## src/rtl/tl_pkg.sv

```systemverilog
package tl_pkg;

   //////////////////////////////////////////////////////////////////////
   // Widths
   //////////////////////////////////////////////////////////////////////

   localparam int ACC_W    = 19;
   localparam int MAG_W    = 18;
   localparam int PWR_W    = 37;
   localparam int DISC_W   = 38;
   localparam int TAU_W    = 15;
   localparam int TAG_W    = 2;
   localparam int NUM_TAGS = 4;

   // Accumulation buffer geometry.
   localparam int FIFO_DEPTH = 4;
   localparam int FIFO_AW    = $clog2(FIFO_DEPTH);
   localparam int FIFO_CW    = $clog2(FIFO_DEPTH + 1);

   // Loop gain as a right shift of the discriminator.
   localparam int DLL_GAIN_SHIFT = 20;

   //////////////////////////////////////////////////////////////////////
   // Records
   //////////////////////////////////////////////////////////////////////

   typedef struct packed {
      logic [TAG_W-1:0]        tag;
      logic signed [ACC_W-1:0] i_e;
      logic signed [ACC_W-1:0] q_e;
      logic signed [ACC_W-1:0] i_p;
      logic signed [ACC_W-1:0] q_p;
      logic signed [ACC_W-1:0] i_l;
      logic signed [ACC_W-1:0] q_l;
   } acc_rec_t;

   typedef struct packed {
      logic [TAG_W-1:0] tag;
      logic [PWR_W-1:0] pwr_early;
      logic [PWR_W-1:0] pwr_prompt;
      logic [PWR_W-1:0] pwr_late;
   } pwr_rec_t;

   typedef struct packed {
      logic [TAG_W-1:0]         tag;
      logic signed [DISC_W-1:0] disc;
      logic [TAU_W-1:0]         tau;
   } dll_result_t;

   // Which subchannel the power stage is working on.
   typedef enum logic [1:0] {
      PH_IDLE,
      PH_EARLY,
      PH_PROMPT,
      PH_LATE
   } pwr_phase_e;

endpackage

```

## src/rtl/acc_fifo.sv

```systemverilog
`timescale 1ns/1ps

module acc_fifo
   import tl_pkg::*;
(
   input  logic     clk,
   input  logic     i_arst_n,
   input  logic     i_push,
   input  acc_rec_t i_data,
   input  logic     i_pop,
   output logic     o_empty,
   output acc_rec_t o_head,
   output logic     o_overflow
);

   acc_rec_t             mem [FIFO_DEPTH];
   logic [FIFO_AW-1:0]   wr_ptr;
   logic [FIFO_AW-1:0]   rd_ptr;
   logic [FIFO_CW-1:0]   count;
   logic                 full;
   logic                 do_push;
   logic                 do_pop;

   assign o_empty = (count == '0);
   assign full    = (count == FIFO_CW'(FIFO_DEPTH));

   // A pop in the same cycle makes room for the push.
   assign do_pop  = i_pop && !o_empty;
   assign do_push = i_push && (!full || do_pop);

   // Oldest record is always on the head.
   assign o_head = mem[rd_ptr];

   always_ff @(posedge clk) begin
      if (do_push) begin
         mem[wr_ptr] <= i_data;
      end
   end

   always_ff @(posedge clk or negedge i_arst_n) begin
      if (!i_arst_n) begin
         wr_ptr     <= '0;
         rd_ptr     <= '0;
         count      <= '0;
         o_overflow <= 1'b0;
      end else begin
         if (do_push) begin
            wr_ptr <= wr_ptr + 1'b1;
         end
         if (do_pop) begin
            rd_ptr <= rd_ptr + 1'b1;
         end
         case ({do_push, do_pop})
            2'b10:   count <= count + 1'b1;
            2'b01:   count <= count - 1'b1;
            default: count <= count;
         endcase
         // Dropped record, flag stays until reset.
         if (i_push && !do_push) begin
            o_overflow <= 1'b1;
         end
      end
   end

endmodule

```

## src/rtl/dll_update.sv

```systemverilog
`timescale 1ns/1ps

module dll_update
   import tl_pkg::*;
(
   input  logic              clk,
   input  logic              i_arst_n,
   input  logic              i_pwr_valid,
   input  pwr_rec_t          i_pwr,
   input  logic [TAG_W-1:0]  i_host_addr,
   input  logic              i_host_wr,
   input  logic [TAU_W-1:0]  i_host_wdata,
   output logic [TAU_W-1:0]  o_host_rdata,
   output logic              o_update_valid,
   output dll_result_t       o_update
);

   // Code phase per tag.
   logic [TAU_W-1:0]         tau_tab [NUM_TAGS];
   logic signed [DISC_W-1:0] disc;
   logic signed [DISC_W-1:0] step;
   logic [TAU_W-1:0]         tau_new;

   //////////////////////////////////////////////////////////////////////
   // Discriminator
   //////////////////////////////////////////////////////////////////////

   // Early minus late power; prompt is not part of the code loop.
   always_comb begin
      disc    = $signed({1'b0, i_pwr.pwr_early}) - $signed({1'b0, i_pwr.pwr_late});
      step    = disc >>> DLL_GAIN_SHIFT;
      // Tau wraps modulo 2^TAU_W.
      tau_new = tau_tab[i_pwr.tag] + step[TAU_W-1:0];
   end

   //////////////////////////////////////////////////////////////////////
   // Tau table and host port
   //////////////////////////////////////////////////////////////////////

   always_ff @(posedge clk or negedge i_arst_n) begin
      if (!i_arst_n) begin
         for (int k = 0; k < NUM_TAGS; k++) begin
            tau_tab[k] <= '0;
         end
         o_host_rdata   <= '0;
         o_update_valid <= 1'b0;
      end else begin
         o_host_rdata   <= tau_tab[i_host_addr];
         o_update_valid <= i_pwr_valid;
         if (i_host_wr) begin
            tau_tab[i_host_addr] <= i_host_wdata;
         end
         // Loop update comes last so it wins on the same tag.
         if (i_pwr_valid) begin
            tau_tab[i_pwr.tag] <= tau_new;
         end
      end
   end

   // Result report.
   always_ff @(posedge clk) begin
      if (i_pwr_valid) begin
         o_update.tag  <= i_pwr.tag;
         o_update.disc <= disc;
         o_update.tau  <= tau_new;
      end
   end

endmodule

```

## src/rtl/power_calc.sv

```systemverilog
`timescale 1ns/1ps

module power_calc
   import tl_pkg::*;
(
   input  logic     clk,
   input  logic     i_arst_n,
   input  logic     i_empty,
   input  acc_rec_t i_head,
   output logic     o_pop,
   output logic     o_pwr_valid,
   output pwr_rec_t o_pwr
);

   pwr_phase_e              phase;
   pwr_phase_e              ph_sq;
   pwr_phase_e              ph_sum;
   logic signed [ACC_W-1:0] i_sel;
   logic signed [ACC_W-1:0] q_sel;
   // One extra bit holds the magnitude of the most negative input.
   logic [MAG_W:0]          i_mag;
   logic [MAG_W:0]          q_mag;
   logic [PWR_W-1:0]        i_sq;
   logic [PWR_W-1:0]        q_sq;
   logic [PWR_W-1:0]        pwr_sum;
   logic [TAG_W-1:0]        tag_sq;
   logic [TAG_W-1:0]        tag_sum;

   function automatic logic [MAG_W:0] abs_mag(input logic signed [ACC_W-1:0] v);
      logic [MAG_W:0] m;
      m = v[ACC_W-1] ? -v : v;
      return m;
   endfunction

   //////////////////////////////////////////////////////////////////////
   // Phase sequencer
   //////////////////////////////////////////////////////////////////////

   always_ff @(posedge clk or negedge i_arst_n) begin
      if (!i_arst_n) begin
         phase <= PH_IDLE;
      end else begin
         case (phase)
            PH_IDLE: begin
               if (!i_empty) begin
                  phase <= PH_EARLY;
               end
            end
            PH_EARLY:  phase <= PH_PROMPT;
            PH_PROMPT: phase <= PH_LATE;
            default:   phase <= PH_IDLE;
         endcase
      end
   end

   // Record leaves the FIFO once late I/Q is taken.
   assign o_pop = (phase == PH_LATE);

   // Subchannel select.
   always_comb begin
      case (phase)
         PH_EARLY: begin
            i_sel = i_head.i_e;
            q_sel = i_head.q_e;
         end
         PH_PROMPT: begin
            i_sel = i_head.i_p;
            q_sel = i_head.q_p;
         end
         default: begin
            i_sel = i_head.i_l;
            q_sel = i_head.q_l;
         end
      endcase
   end

   assign i_mag = abs_mag(i_sel);
   assign q_mag = abs_mag(q_sel);

   //////////////////////////////////////////////////////////////////////
   // Square, sum and collect
   //////////////////////////////////////////////////////////////////////

   // Phase markers follow the data through both stages.
   always_ff @(posedge clk or negedge i_arst_n) begin
      if (!i_arst_n) begin
         ph_sq       <= PH_IDLE;
         ph_sum      <= PH_IDLE;
         o_pwr_valid <= 1'b0;
      end else begin
         ph_sq       <= phase;
         ph_sum      <= ph_sq;
         o_pwr_valid <= (ph_sum == PH_LATE);
      end
   end

   always_ff @(posedge clk) begin
      i_sq    <= PWR_W'(i_mag * i_mag);
      q_sq    <= PWR_W'(q_mag * q_mag);
      tag_sq  <= i_head.tag;
      pwr_sum <= i_sq + q_sq;
      tag_sum <= tag_sq;
      case (ph_sum)
         PH_EARLY: begin
            o_pwr.tag       <= tag_sum;
            o_pwr.pwr_early <= pwr_sum;
         end
         PH_PROMPT: o_pwr.pwr_prompt <= pwr_sum;
         PH_LATE:   o_pwr.pwr_late   <= pwr_sum;
         default: ;
      endcase
   end

endmodule

```

## src/rtl/tracking_loop_top.sv

```systemverilog
`timescale 1ns/1ps

module tracking_loop_top
   import tl_pkg::*;
(
   input  logic              clk,
   input  logic              i_arst_n,
   input  logic              i_acc_valid,
   input  acc_rec_t          i_acc,
   input  logic [TAG_W-1:0]  i_host_addr,
   input  logic              i_host_wr,
   input  logic [TAU_W-1:0]  i_host_wdata,
   output logic [TAU_W-1:0]  o_host_rdata,
   output logic              o_overflow,
   output logic              o_update_valid,
   output dll_result_t       o_update
);

   logic     fifo_empty;
   acc_rec_t fifo_head;
   logic     fifo_pop;
   logic     pwr_valid;
   pwr_rec_t pwr_rec;

   // Correlator results wait here.
   acc_fifo acc_fifo_inst (
      .clk        (clk),
      .i_arst_n   (i_arst_n),
      .i_push     (i_acc_valid),
      .i_data     (i_acc),
      .i_pop      (fifo_pop),
      .o_empty    (fifo_empty),
      .o_head     (fifo_head),
      .o_overflow (o_overflow)
   );

   // Early, prompt and late power, one record at a time.
   power_calc power_calc_inst (
      .clk         (clk),
      .i_arst_n    (i_arst_n),
      .i_empty     (fifo_empty),
      .i_head      (fifo_head),
      .o_pop       (fifo_pop),
      .o_pwr_valid (pwr_valid),
      .o_pwr       (pwr_rec)
   );

   // Code loop.
   dll_update dll_update_inst (
      .clk            (clk),
      .i_arst_n       (i_arst_n),
      .i_pwr_valid    (pwr_valid),
      .i_pwr          (pwr_rec),
      .i_host_addr    (i_host_addr),
      .i_host_wr      (i_host_wr),
      .i_host_wdata   (i_host_wdata),
      .o_host_rdata   (o_host_rdata),
      .o_update_valid (o_update_valid),
      .o_update       (o_update)
   );

endmodule

```

## config.mk

```make
export PLATFORM = sky130hd
export DESIGN_NAME = tracking_loop_top
export DESIGN_NICKNAME = d
export VERILOG_FILES = /design/src/rtl/tl_pkg.sv /design/src/rtl/acc_fifo.sv /design/src/rtl/dll_update.sv /design/src/rtl/power_calc.sv /design/src/rtl/tracking_loop_top.sv
export SDC_FILE = /design/constraint.sdc
export NUM_CORES = 2
export LEC_CHECK = 0
export ABC_AREA = 0
export BUFFER_PORTS_ARGS = -buffer_cell sky130_fd_sc_hd__buf_2
export CAP_MARGIN = 10
export CORE_MARGIN = 10
export CORE_UTILIZATION = 60
export DETAILED_ROUTE_END_ITERATION = 8
export PLACE_DENSITY = 0.74
export RECOVER_POWER = 50
export SLEW_MARGIN = 5
export SYNTH_ARGS = -nofsm -noshare
export SYNTH_HDL_FRONTEND = slang
export SYNTH_HIERARCHICAL = 1
export SYNTH_SLANG_ARGS = --single-unit
```

## constraint.sdc

```tcl
create_clock -name clk -period 11.64 [get_ports clk]
set_input_delay 1.746 -clock clk [delete_from_list [all_inputs] [get_ports clk]]
set_output_delay 1.746 -clock clk [all_outputs]
set_load 0.01 [all_outputs]
```

After elaboration in Yosys (flattened, before gate mapping) --
Memory sizes are Yosys's and may differ from the RTL's. Index checks and enable logic that the tools add are counted.
Cells by class: $add $sub $neg 9, $mul 2, magnitude comparators 4, equality and inequality tests 9, mux-type cells 23, bitwise gates (word level) 2, reduce and logical (&&, ||, !) cells 12
Operators with widths (count):
- bitwise mux 60 bit | 2
- two-way mux 60 bit | 2
- two-way mux 15 bit | 6
- one-hot mux 19 bit (2 select lines) | 2
- multiplier 19 x 19 -> 37 bit | 2
- binary-select mux 15 bit (select 2 bit) | 2
- demux 15 bit (select 2 bit) | 2
- two-way mux 19 bit | 2
- negation 19 bit | 2
- subtractor 37 x 37 -> 38 bit | 1
- adder 37 bit | 1
- adder 15 bit | 1
- == test 2 bit (second input constant) | 4
- == test 2 x 1 -> 1 bit (second input constant) | 3
- >= comparator 3 bit (second input constant) | 2
- less-than comparator 3 x 1 -> 1 bit (second input constant) | 2
- inverter 2 -> 3 bit | 2
- one-hot mux 2 bit (3 select lines) | 1
- one-hot mux 3 bit (2 select lines) | 1
- logical AND 1 bit | 5
- adder 2 x 1 -> 2 bit (second input constant) | 2
- adder 3 x 1 -> 3 bit (second input constant) | 1
- == test 3 bit (second input constant) | 1
- logical NOT 1 bit | 3
- 8 further kinds | 9
Word-level totals: flip-flop bits (word level) 337, memory bits (writable) 464, input port bits 137, output and inout bits 72, logic and storage cells 87, memories 1
Memories:
- acc_fifo_inst.mem | words 4, bits a word 116, rd ports 1, clocked after memory_dff 0, wr ports 1, line acc_fifo.sv:16 | acc_rec_t mem [FIFO_DEPTH];

Logic depth before layout (Yosys ltp) --
word-level depth 9, mapped depth 37, gate-level depth less buffers 34

Modules after synthesis --
Netlist, hierarchy kept.
By module, submodules not included:
- power_calc | times used 1, cells an instance 2910, area each 28523.6 sq um, sequential area each 5830.6 sq um
- acc_fifo | times used 1, cells an instance 653, area each 17216.5 sq um, sequential area each 14133.6 sq um
- dll_update | times used 1, cells an instance 827, area each 8787.2 sq um, sequential area each 3553.4 sq um

Worst setup path before layout --
OpenSTA, ideal clock, no wires.
path type register to register, start point reg acc_fifo_inst.rd_ptr[0], end point reg power_calc_inst.i_sq[35], setup time 126 ps, data arrival time 8652 ps, required time 11514 ps, setup slack 2862 ps, stages on the path, launching flop included 35, path buffers 3, clock period less this slack 8778 ps, cell sequence dfrtp_1 buf_6 buf_2 mux4_2 a22oi_1 a21oi_2 inv_2 clkbuf_1 ha_1 inv_1 or3_4 o31ai_4 xor2_4 inv_4 nor2_1 fa_1 fa_1 inv_1 fa_1 inv_1 fa_1 fa_1 inv_1 fa_1 inv_1 ha_1 o21ai_0 o21ai_0 a211oi_1 o41ai_1 a2111oi_0 nor2_1 a21oi_1 o211ai_1 xor2_1
RTL lines:
- from (decl) | line acc_fifo.sv:18 | logic [FIFO_AW-1:0] rd_ptr;
- from (signal assigned) | line acc_fifo.sv:51 | rd_ptr <= rd_ptr + 1'b1;
- to (signal assigned) | line power_calc.sv:98 | i_sq <= PWR_W'(i_mag * i_mag);
- to (decl) | line power_calc.sv:23 | logic [PWR_W-1:0] i_sq;

==> impl_metrics.toml <==
[cts]
postCtsSetupBuffers = 0
clk_path_buf_depth = 3
holdBufCountCts = 0
post_cts_resized = 0
cts_made_buffers = 82
clock-sinks = 799
clkSlewWorstSetupHoldPaths_ns = 0.06
root_buffer = "clkbuf_16"
htree_levels = 3
clock_latency_ns = 0.68
cts_tree = "yes"

[drt]
num_vias = 33250
via_per_inst = 5.687
ant_nets = 0
drc = 0
wl_per_cell_um = 20.63
wirelength_mm = 120.6
dr.first_iter.drc_count = 2810
dr.pass1.iters = 5

[floorplanning]
die-area_mm2 = 0.1014
start_util_pct = 60.44
core_area_mm2 = 0.08837
fp.dieH_um = 318.4
rows = 109
fp.dieW_um = 318.4
pin_count = 209

[layout]
layout_common_cells = "inv_1, edfxtp_1, fa_1, ha_1, nor2_1"
fin_nets = 5575
final_util_pct = 66.19
drive_gt1_share_pct = 11.21
fillers = 6545
multi_input_area_mm2 = 0.02746
area_growth_pct = 9.527
final_common_cell = "inv_1"
seq_area_mm2 = 0.02241

[grt]
grt_max_degree = 76
grt_usage_pct = 23.91
grt_pass1_vias = 35200
grt_overflow = 0
grt_pass1_wl_mm = 192.5
antenna_found_initial = 14

[placed_design]
gp_congestion = 0.9449
hpwl_mm = 88.57
portBuffers = 208

[timing]
worst_pin_slew_ns = 4.009
drv_slew = 244
fmax_ghz = 0.09458
period_share_pct = 90.84
slew-limit-headroom_pct = -167.3
rsz0062_at_grt = "no"
setup-tns-final_ns = 0
period_minus_slack_ns = 10.57
setup_violations = 0
finalHoldViolCount = 0
fin_skew_ns = 0.03999

[setup_path]
critical-path-top-delay-family = "adder cells"
cp_slowest_cell = "dfrtp_4"
cpMostUsedCell = "fa_1"
worst_ep_required_time_ns = 12.18
crit_type = "flip-flop to flip-flop"
crit_fanout = 30
cp-end-kind = "flip-flop"
cpPeakStageDelay_ns = 0.82
worstPathArrival_ns = 11.12
start_kind = "flip-flop"
path_buf_inv = 8

[logic_synthesis]
syn_area_mm2 = 0.05341
synthCells = 4352
yosys_warnings = 6
avgSynthCellArea_um2 = 12.27

[run_status]
outcome = "finished, violations left"
violations = "capacitance limit, slew limit"

[flow_run]
cap_violations = 6

[hold_path]
hp-class = "flip-flop to flip-flop"
cell type report:
class | instances | share of cell area, %
sequential | 799 | 38.32
clock buffer | 112 | 3.953
tap | 1165 | 2.492
antenna | 7 | 0.02994
timing repair buffer | 271 | 2.329
inverter | 806 | 5.176
clock inverter | 41 | 0.7657
multi-input combinational | 2645 | 46.94
stage by stage:
stage	setup WS (ns)	instance area (um2)	hold slack [ns]	cells
floorplan	2.862	53510	0.3096	4378
global placement	1.474	55900	0.3476	5686
detailed placement	1.328	55900	0.3441	5686
CTS	1.283	58660	0.3598	5839
global route	0.4177	58500	0.3771	5846
finish	1.067	58500	0.3613	5846
flip-flops by register name, indices dropped and copies added (netlist names), 3 cells and up:
| signal | cells |
|---|---|
| acc_fifo_inst/mem | 464 |
| power_calc_inst/o_pwr | 76 |
| dll_update_inst/tau_tab | 60 |
| dll_update_inst/o_update | 55 |
| power_calc_inst/pwr_sum | 37 |
| power_calc_inst/i_sq | 36 |
| power_calc_inst/q_sq | 36 |
| dll_update_inst/o_host_rdata | 15 |
| acc_fifo_inst/count | 3 |
metal layers:
metal | global-route usage [%] | vias up | part of all wire (%)
met5 | 0 | - | 0.070
met4 | 7.906 | 14 | 3.2
li1 | - | 15150 | -
met2 | 39.92 | 1189 | 49
met1 | 31.05 | 16630 | 41
met3 | 4.936 | 268 | 7.3
final timing paths:
| path | start | endpoint | slack, ns | depth (start not counted) |
|---|---|---|---|---|
| worst max-delay path | acc_fifo_inst/rd_ptr[0] | power_calc_inst/i_sq[35] | 1.07 | 32 |
| worst min-delay path | power_calc_inst/ph_sq[0] | power_calc_inst/ph_sum[0] | 0.36 | 0 |
| worst max register to register | acc_fifo_inst/rd_ptr[0] | power_calc_inst/i_sq[35] | 1.07 | 32 |
| worst min register to register | power_calc_inst/ph_sq[0] | power_calc_inst/ph_sum[0] | 0.36 | 0 |
| max in group asynchronous | i_arst_n | dll_update_inst/tau_tab[12] | 5.82 | 2 |
| min in group asynchronous | i_arst_n | dll_update_inst/o_update_valid | 1.39 | 1 |
Power is not shown: default switching activity piles up to over one toggle a cycle in this logic, so the estimate is an artifact.
